File: src/rtl/intra_pkg.sv
// Shared sizes, mode encoding, cost table and bus structs for the intra mode picker
package intra_pkg;

    // ------------------------------------------------------------
    // Block geometry
    // ------------------------------------------------------------
    localparam int BLK_DIM   = 4;
    localparam int BLK_PIX   = BLK_DIM * BLK_DIM;
    localparam int NUM_MODES = 4;

    // Score scaling, sse carries a weight of 256
    localparam int SSE_SHIFT = 8;
    localparam int SSE_W     = 21;
    localparam int SCORE_W   = 34;

    // Cycles between the last candidate and the end of the cost pipeline
    localparam int PIPE_LAT  = 2;

    // Fill values for missing edges
    localparam logic [7:0] V_FILL  = 8'd127;
    localparam logic [7:0] H_FILL  = 8'd129;
    localparam logic [7:0] DC_FILL = 8'd128;

    // ------------------------------------------------------------
    // Pixel containers, row-major
    // ------------------------------------------------------------
    typedef logic [7:0] pixel_t;
    typedef pixel_t [BLK_PIX-1:0] block_t;
    typedef pixel_t [BLK_DIM-1:0] edge_t;

    typedef enum logic [1:0] {
        V_PRED  = 2'd0,
        H_PRED  = 2'd1,
        TM_PRED = 2'd2,
        DC_PRED = 2'd3
    } pred_mode_e;

    // Per-mode header cost, scaled by lambda
    localparam logic [15:0] FIXED_COST [NUM_MODES] = '{16'd663, 16'd919, 16'd872, 16'd919};

    typedef struct packed {
        block_t      src;
        edge_t       top;
        edge_t       left;
        pixel_t      top_left;
        logic        top_avail;
        logic        left_avail;
        logic [15:0] lambda;
    } intra_req_t;

    typedef struct packed {
        pred_mode_e  mode;
        block_t      pred;
        block_t      src;
        logic [15:0] lambda;
    } cand_t;

    typedef struct packed {
        pred_mode_e         mode;
        block_t             pred;
        logic [SSE_W-1:0]   sse;
        logic [SCORE_W-1:0] score;
    } cost_t;

    typedef struct packed {
        pred_mode_e         mode;
        block_t             pred;
        logic [SSE_W-1:0]   sse;
        logic [SCORE_W-1:0] score;
    } pick_t;

endpackage

File: src/rtl/intra_mode_picker.sv
// Top level of the 4x4 intra mode decision, predictor into cost pipeline into selector
`timescale 1ns/1ps

module intra_mode_picker import intra_pkg::*; (
    input  logic       clk,
    input  logic       rst_n,
    input  logic       start,
    input  intra_req_t req,
    output logic       busy,
    output logic       done,
    output pick_t      result
);

    cand_t cand;
    logic  cand_valid;
    logic  cand_last;
    cost_t cost;
    logic  cost_valid;
    logic  cost_last;

    intra_predictor u_predictor (
        .clk        (clk),
        .rst_n      (rst_n),
        .start      (start),
        .req        (req),
        .busy       (busy),
        .cand       (cand),
        .cand_valid (cand_valid),
        .cand_last  (cand_last)
    );

    mode_cost u_cost (
        .clk        (clk),
        .rst_n      (rst_n),
        .cand       (cand),
        .cand_valid (cand_valid),
        .cand_last  (cand_last),
        .cost       (cost),
        .cost_valid (cost_valid),
        .cost_last  (cost_last)
    );

    mode_selector u_selector (
        .clk        (clk),
        .rst_n      (rst_n),
        .cost       (cost),
        .cost_valid (cost_valid),
        .cost_last  (cost_last),
        .done       (done),
        .result     (result)
    );

endmodule

File: src/rtl/intra_predictor.sv
// Request capture and candidate issue, one predicted block per cycle in V, H, TM, DC order
`timescale 1ns/1ps

module intra_predictor import intra_pkg::*; (
    input  logic       clk,
    input  logic       rst_n,
    input  logic       start,
    input  intra_req_t req,
    output logic       busy,
    output cand_t      cand,
    output logic       cand_valid,
    output logic       cand_last
);

    typedef enum logic [1:0] {
        IDLE,
        ISSUE,
        DRAIN
    } state_e;

    state_e     state;
    logic [1:0] mode_cnt;
    logic [1:0] drain_cnt;
    logic       drain_done;
    logic       accept;
    logic       issue_last;
    intra_req_t req_q;

    block_t     pred_v;
    block_t     pred_h;
    block_t     pred_tm;
    block_t     pred_dc;
    block_t     pred_sel;
    logic [9:0] sum_top;
    logic [9:0] sum_left;
    pixel_t     dc_val;

    assign drain_done = (state == DRAIN) && (drain_cnt == 2'(PIPE_LAT));
    assign busy       = (state != IDLE) && !drain_done;
    assign accept     = start && !busy;
    assign issue_last = (state == ISSUE) && (mode_cnt == 2'(NUM_MODES - 1));

    // ------------------------------------------------------------
    // Sequencing
    // ------------------------------------------------------------
    always_ff @(posedge clk or negedge rst_n) begin
        if (!rst_n) begin
            state      <= IDLE;
            mode_cnt   <= '0;
            drain_cnt  <= '0;
            cand_valid <= 1'b0;
            cand_last  <= 1'b0;
        end else begin
            cand_valid <= (state == ISSUE);
            cand_last  <= issue_last;
            case (state)
                IDLE: begin
                    mode_cnt <= '0;
                    if (accept)
                        state <= ISSUE;
                end
                ISSUE: begin
                    mode_cnt <= mode_cnt + 2'd1;
                    if (issue_last) begin
                        state     <= DRAIN;
                        drain_cnt <= '0;
                    end
                end
                DRAIN: begin
                    // Back-to-back start lands on the done edge
                    if (drain_done) begin
                        mode_cnt <= '0;
                        state    <= accept ? ISSUE : IDLE;
                    end else begin
                        drain_cnt <= drain_cnt + 2'd1;
                    end
                end
                default: state <= IDLE;
            endcase
        end
    end

    always_ff @(posedge clk) begin
        if (accept)
            req_q <= req;
        if (state == ISSUE)
            cand <= '{mode: pred_mode_e'(mode_cnt), pred: pred_sel,
                      src: req_q.src, lambda: req_q.lambda};
    end

    // ------------------------------------------------------------
    // Prediction builders
    // ------------------------------------------------------------
    always_comb begin
        sum_top  = '0;
        sum_left = '0;
        for (int i = 0; i < BLK_DIM; i++) begin
            sum_top  = sum_top + 10'(req_q.top[i]);
            sum_left = sum_left + 10'(req_q.left[i]);
        end
        if (req_q.top_avail && req_q.left_avail)
            dc_val = pixel_t'((11'(sum_top) + 11'(sum_left) + 11'd4) >> 3);
        else if (req_q.top_avail)
            dc_val = pixel_t'((sum_top + 10'd2) >> 2);
        else if (req_q.left_avail)
            dc_val = pixel_t'((sum_left + 10'd2) >> 2);
        else
            dc_val = DC_FILL;
    end

    always_comb begin
        logic signed [9:0] tm;
        for (int r = 0; r < BLK_DIM; r++) begin
            for (int c = 0; c < BLK_DIM; c++) begin
                pred_v[r*BLK_DIM+c] = req_q.top_avail ? req_q.top[c] : V_FILL;
                pred_h[r*BLK_DIM+c] = req_q.left_avail ? req_q.left[r] : H_FILL;
                pred_dc[r*BLK_DIM+c] = dc_val;
                tm = $signed({2'b00, req_q.left[r]}) + $signed({2'b00, req_q.top[c]})
                   - $signed({2'b00, req_q.top_left});
                if (tm < 0)
                    tm = '0;
                else if (tm > 10'sd255)
                    tm = 10'sd255;
                // TM falls back to whichever edge exists
                if (req_q.top_avail && req_q.left_avail)
                    pred_tm[r*BLK_DIM+c] = tm[7:0];
                else if (req_q.top_avail)
                    pred_tm[r*BLK_DIM+c] = req_q.top[c];
                else if (req_q.left_avail)
                    pred_tm[r*BLK_DIM+c] = req_q.left[r];
                else
                    pred_tm[r*BLK_DIM+c] = H_FILL;
            end
        end
    end

    always_comb begin
        case (pred_mode_e'(mode_cnt))
            V_PRED:  pred_sel = pred_v;
            H_PRED:  pred_sel = pred_h;
            TM_PRED: pred_sel = pred_tm;
            default: pred_sel = pred_dc;
        endcase
    end

    a_no_issue_from_idle: assert property (@(posedge clk) disable iff (!rst_n)
        cand_valid |-> state != IDLE);

endmodule

File: src/rtl/mode_cost.sv
// Two-stage rate-distortion cost pipeline, squared error then score
`timescale 1ns/1ps

module mode_cost import intra_pkg::*; (
    input  logic  clk,
    input  logic  rst_n,
    input  cand_t cand,
    input  logic  cand_valid,
    input  logic  cand_last,
    output cost_t cost,
    output logic  cost_valid,
    output logic  cost_last
);

    logic [15:0]      sq_d [BLK_PIX];
    logic [15:0]      sq_q [BLK_PIX];
    logic [31:0]      rate_d;
    logic [31:0]      rate_q;
    pred_mode_e       mode_q;
    block_t           pred_q;
    logic             valid_q;
    logic             last_q;
    logic [SSE_W-1:0] sse_sum;

    // ------------------------------------------------------------
    // Stage 1, per-pixel squared differences and lambda product
    // ------------------------------------------------------------
    always_comb begin
        logic [7:0] d;
        for (int i = 0; i < BLK_PIX; i++) begin
            d = (cand.src[i] > cand.pred[i]) ? cand.src[i] - cand.pred[i]
                                             : cand.pred[i] - cand.src[i];
            sq_d[i] = 16'(d) * 16'(d);
        end
        rate_d = 32'(FIXED_COST[cand.mode]) * 32'(cand.lambda);
    end

    always_ff @(posedge clk) begin
        sq_q   <= sq_d;
        rate_q <= rate_d;
        mode_q <= cand.mode;
        pred_q <= cand.pred;
    end

    // ------------------------------------------------------------
    // Stage 2, error sum and score
    // ------------------------------------------------------------
    always_comb begin
        sse_sum = '0;
        for (int i = 0; i < BLK_PIX; i++)
            sse_sum = sse_sum + SSE_W'(sq_q[i]);
    end

    always_ff @(posedge clk) begin
        cost.mode  <= mode_q;
        cost.pred  <= pred_q;
        cost.sse   <= sse_sum;
        cost.score <= SCORE_W'(rate_q) + (SCORE_W'(sse_sum) << SSE_SHIFT);
    end

    always_ff @(posedge clk or negedge rst_n) begin
        if (!rst_n) begin
            valid_q    <= 1'b0;
            last_q     <= 1'b0;
            cost_valid <= 1'b0;
            cost_last  <= 1'b0;
        end else begin
            valid_q    <= cand_valid;
            last_q     <= cand_valid && cand_last;
            cost_valid <= valid_q;
            cost_last  <= last_q;
        end
    end

    // Valid strobe and the data path stay on the same beat
    a_cost_latency: assert property (@(posedge clk) disable iff (!rst_n)
        cand_valid |-> ##PIPE_LAT (cost_valid && cost.mode == $past(cand.mode, PIPE_LAT)));

    a_no_stray_cost: assert property (@(posedge clk) disable iff (!rst_n)
        cost_valid |-> $past(cand_valid, PIPE_LAT));

endmodule

File: src/rtl/mode_selector.sv
// Running minimum over scored candidates, reports the winner with a done pulse
`timescale 1ns/1ps

module mode_selector import intra_pkg::*; (
    input  logic  clk,
    input  logic  rst_n,
    input  cost_t cost,
    input  logic  cost_valid,
    input  logic  cost_last,
    output logic  done,
    output pick_t result
);

    logic  first;
    logic  take_new;
    cost_t best;
    cost_t best_next;

    // Strict less keeps the earlier mode on a tie
    assign take_new  = first || (cost.score < best.score);
    assign best_next = take_new ? cost : best;

    always_ff @(posedge clk) begin
        if (cost_valid)
            best <= best_next;
    end

    // ------------------------------------------------------------
    // Control and result
    // ------------------------------------------------------------
    always_ff @(posedge clk or negedge rst_n) begin
        if (!rst_n) begin
            first  <= 1'b1;
            done   <= 1'b0;
            result <= '0;
        end else begin
            done <= cost_valid && cost_last;
            if (cost_valid)
                first <= cost_last;
            if (cost_valid && cost_last) begin
                result.mode  <= best_next.mode;
                result.pred  <= best_next.pred;
                result.sse   <= best_next.sse;
                result.score <= best_next.score;
            end
        end
    end

    a_done_single: assert property (@(posedge clk) disable iff (!rst_n)
        done |=> !done);

endmodule

File: config.mk
export PLATFORM = sky130hd
export DESIGN_NAME = intra_mode_picker
export DESIGN_NICKNAME = d
export VERILOG_FILES = /design/src/rtl/intra_pkg.sv /design/src/rtl/intra_mode_picker.sv /design/src/rtl/intra_predictor.sv /design/src/rtl/mode_cost.sv /design/src/rtl/mode_selector.sv
export SDC_FILE = /design/constraint.sdc
export NUM_CORES = 2
export LEC_CHECK = 0
export BUFFER_PORTS_ARGS = -buffer_cell sky130_fd_sc_hd__buf_2
export CAP_MARGIN = 40
export CORE_MARGIN = 2
export CORE_UTILIZATION = 40
export DETAILED_ROUTE_END_ITERATION = 12
export HOLD_SLACK_MARGIN = 0.12
export PLACE_DENSITY = 0.66
export REMOVE_ABC_BUFFERS = 1
export SKIP_LAST_GASP = 1
export SLEW_MARGIN = 20
export SYNTH_ARGS = -nofsm -noshare
export SYNTH_HDL_FRONTEND = slang
export SYNTH_HIERARCHICAL = 1
export SYNTH_SLANG_ARGS = --single-unit
File: constraint.sdc
create_clock -name clk -period 6.5 [get_ports clk]
set_input_delay 0.65 -clock clk [delete_from_list [all_inputs] [get_ports clk]]
set_output_delay 0.65 -clock clk [all_outputs]
set_load 0.005 [all_outputs]
==> run metrics <==
violated checks negative setup slack; max-cap violations 0; Post-synth ARST share 13.7%; gpl congestion 1.06; reg-to-reg slack, setup -0.10 ns; most numerous cell in the Yosys netlist inv_1; Avg Inst Size Synth 10.3 um2; worst skew pair latency 0.92 ns; initial antenna violation count 33; crit path DAT 7.37 ns; synthesized instance count 10416; via count 82077; fin crit share 102%; worst-path fanout max 3; vias per cell 5.33; run status complete, but fails checks; die width 522 um; Worst slew margin 9.55%; largest net degree at the start of global routing 150; Setup TNS Final -0.176 ns; nets@finish 13915; final wirelength 357000 um; Hold Slack 0.292 ns; largest cells by area after synthesis edfxtp_1, fa_1, ha_1; Worst R2R Start u_cost/sq_q[35]; final setup fails 3; Worst Setup End Kind register; post-DR wirelength/cell 23.2 um; post-synthesis cell type with the largest combined area edfxtp_1; Top FF cell, synth edfxtp_1; Ports 408; Core Footprint 267000 um2; violation count after the first detailed-route iteration 6833; total track usage 25.9%; top post-synthesis cells by count inv_1, ha_1, fa_1; CTS root buf clkbuf_16; CTS tree yes; die extent in y 522 um; first-pass GRT wire length 525000 um; Cell Rows 190; GRT overflow 0; H-tree depth 4; share of cells above drive strength 1 16.1%; RSZ-0062 raised after global routing true; Clock Sinks 1456; Slew Limit Fails 0; Final Skew 0.0789 ns; Post-route DRC 0; Post-synth EDFFs 677; port buffer count 407; worst slack, placed -0.267 ns; #FFs+latches synth 1456; Cell variety after synth 134; Mapped Area 107000 um2; post-route ant nets 0; clock slew at reported path FFs 0.06 ns; sequential area share after synthesis 34.5%; R2R cell count 27; full die area 272000 um2; final-report hold violation count 0; Synth top area share 19.0%; setup ws final -0.100 ns; Worst Tran Pin Value 1.36 ns; kind of critical path register to register; HP Class register to register; WHS Endpoint u_cost/cost[82]; hold_sp u_cost/pred_q[27]; CP Launch Type register; hold depth 0; Pre-antenna DRT Iters 8; final critical-path required period 6.60 ns; Max Clock Freq 152 MHz; Area growth, synth to finish 19.2%; Detail Placement HPWL 281000 um; Worst R2R End u_cost/cost[28]; clock buffer depth 4; initial core utilization 40.1%; vias in the first global route 82042; WP data required 7.27 ns; Yosys warning count 6; TritonCTS buffer count 170
==> placed cells by master (no fill, tap or decap), types with 56 or more instances in the layout <==
cell type and n:
xnor2_1 305, dfxtp_1 579, buf_2 419, a31oi_1 278, nand4_1 211, inv_1 1748
dlygate4sd3_1 219, edfxtp_1 677, ha_1 1073, o31ai_1 200, clkbuf_16 177, nor2_1 831
nand2b_1 68, a21oi_2 56, o21bai_1 72, mux2i_1 74, a21o_1 224, or2_2 66
dfrtp_1 197, nor2b_1 78, fa_1 891, nand2_1 506, o21a_1 78, o21ai_0 239
nand3_1 71, o21ai_1 68, xor2_1 136, buf_4 715, nor3_1 84, a21oi_1 474
==> sequential cells by signal (all words and copies together) (netlist names) <==
| name | count |
|---|---|
| u_cost/sq_q | 240 |
| u_cost/cost | 181 |
| u_predictor/state | 2 |
| u_selector/result | 185 |
| u_selector/best | 185 |
| u_cost/mode_q | 2 |
| u_predictor/mode_cnt | 2 |
| u_cost/last_q | 1 |
| u_predictor/drain_cnt | 2 |
| u_selector/done | 1 |
| u_cost/pred_q | 128 |
| u_predictor/cand_valid | 1 |
| u_cost/rate_q | 29 |
| u_selector/first | 1 |
| u_predictor/req_q | 218 |
| u_cost/cost_valid | 1 |
| u_cost/cost_last | 1 |
| u_predictor/cand_last | 1 |
| u_predictor/cand | 274 |
| u_cost/valid_q | 1 |
==> repair_timing <==
item / CTS / global route
endpoints found under the setup margin: 9 / 90
gates resized for setup: 17 / 242
hold buffers: 219 / 0
buffers inserted: 5 / 56
hold endpoints to repair: 299 / 0
pin swaps: 12 / 103
==> logic make-up (layout without fill, tap and decap cells) <==
family | after synthesis | after routing | share of synthesized area (%)
xor+xnor | 501 | 501 | 4.42
fa+ha+maj | 1994 | 1994 | 29.6
other cells | 1 | 26 | 0.00350
buf+inv | 2062 | 3477 | 7.56
mux | 123 | 123 | 1.20
compound gates | 2116 | 2116 | 13.3
simple gates | 2163 | 2163 | 9.45
flops | 1456 | 1456 | 34.5
==> worst max-delay path by stage <==
stage | start | end | slack [ns]
after floorplan | u_selector/best[11] | u_selector/result[184] | -5.33
after global placement | u_cost/sq_q[99] | u_cost/cost[28] | -0.24
after detailed placement | u_cost/sq_q[99] | u_cost/cost[28] | -0.27
after CTS | u_cost/sq_q[99] | u_cost/cost[28] | -0.1
after global routing | u_cost/sq_q[35] | u_cost/cost[28] | -0.36
final | u_cost/sq_q[35] | u_cost/cost[28] | -0.10
==> final cells by class <==
class	instances	area [um2]
antenna	16	40.0
clock buffer	221	4720
clock inverter	91	1070
fill	24721	139000
inverter	1757	6600
multi-input combinational	6907	63400
sequential	1456	36900
tap	3552	4440
timing repair buffer	1408	10600
==> per-layer routing <==
layer / global-route usage, % / vias to the layer above / routed length, um
li1: - / 37904 / -
met1: 34.4 / 40363 / 151000
met2: 40.4 / 3004 / 159000
met3: 4.46 / 796 / 25100
met4: 13.7 / 10 / 21900
met5: 0 / - / 74
==> stage by stage <==
stage	std cells	util, %	cell area (um2)
after floorplan	10120	-	106000
after global placement	14772	44.1	118000
after detailed placement	14795	44.2	118000
after CTS	15331	47.2	126000
after global routing	15393	47.8	128000
final	15408	47.8	128000
==> critical path, cell delays in order, from the launching register on <==
cell	delay [ns]
dfxtp_2	0.32
inv_2	0.03
fa_1	0.58
fa_1	0.45
fa_1	0.55
inv_1	0.05
fa_1	0.47
inv_1	0.05
fa_1	0.46
fa_1	0.54
inv_1	0.05
ha_1	0.26
a21o_1	0.18
a21oi_2	0.15
o21bai_2	0.09
o211ai_1	0.18
buf_4	0.17
a21oi_4	0.05
o21a_1	0.20
nor2_2	0.14
xnor2_2	0.09
ha_1	0.33
buf_6	0.14
a21oi_2	0.16
o211ai_1	0.13
and2_4	0.19
a311o_1	0.34
a32oi_1	0.16
Power is left out: the tool's default activity adds up to more than one toggle a clock period on the data nets, which glitch-free logic cannot reach.
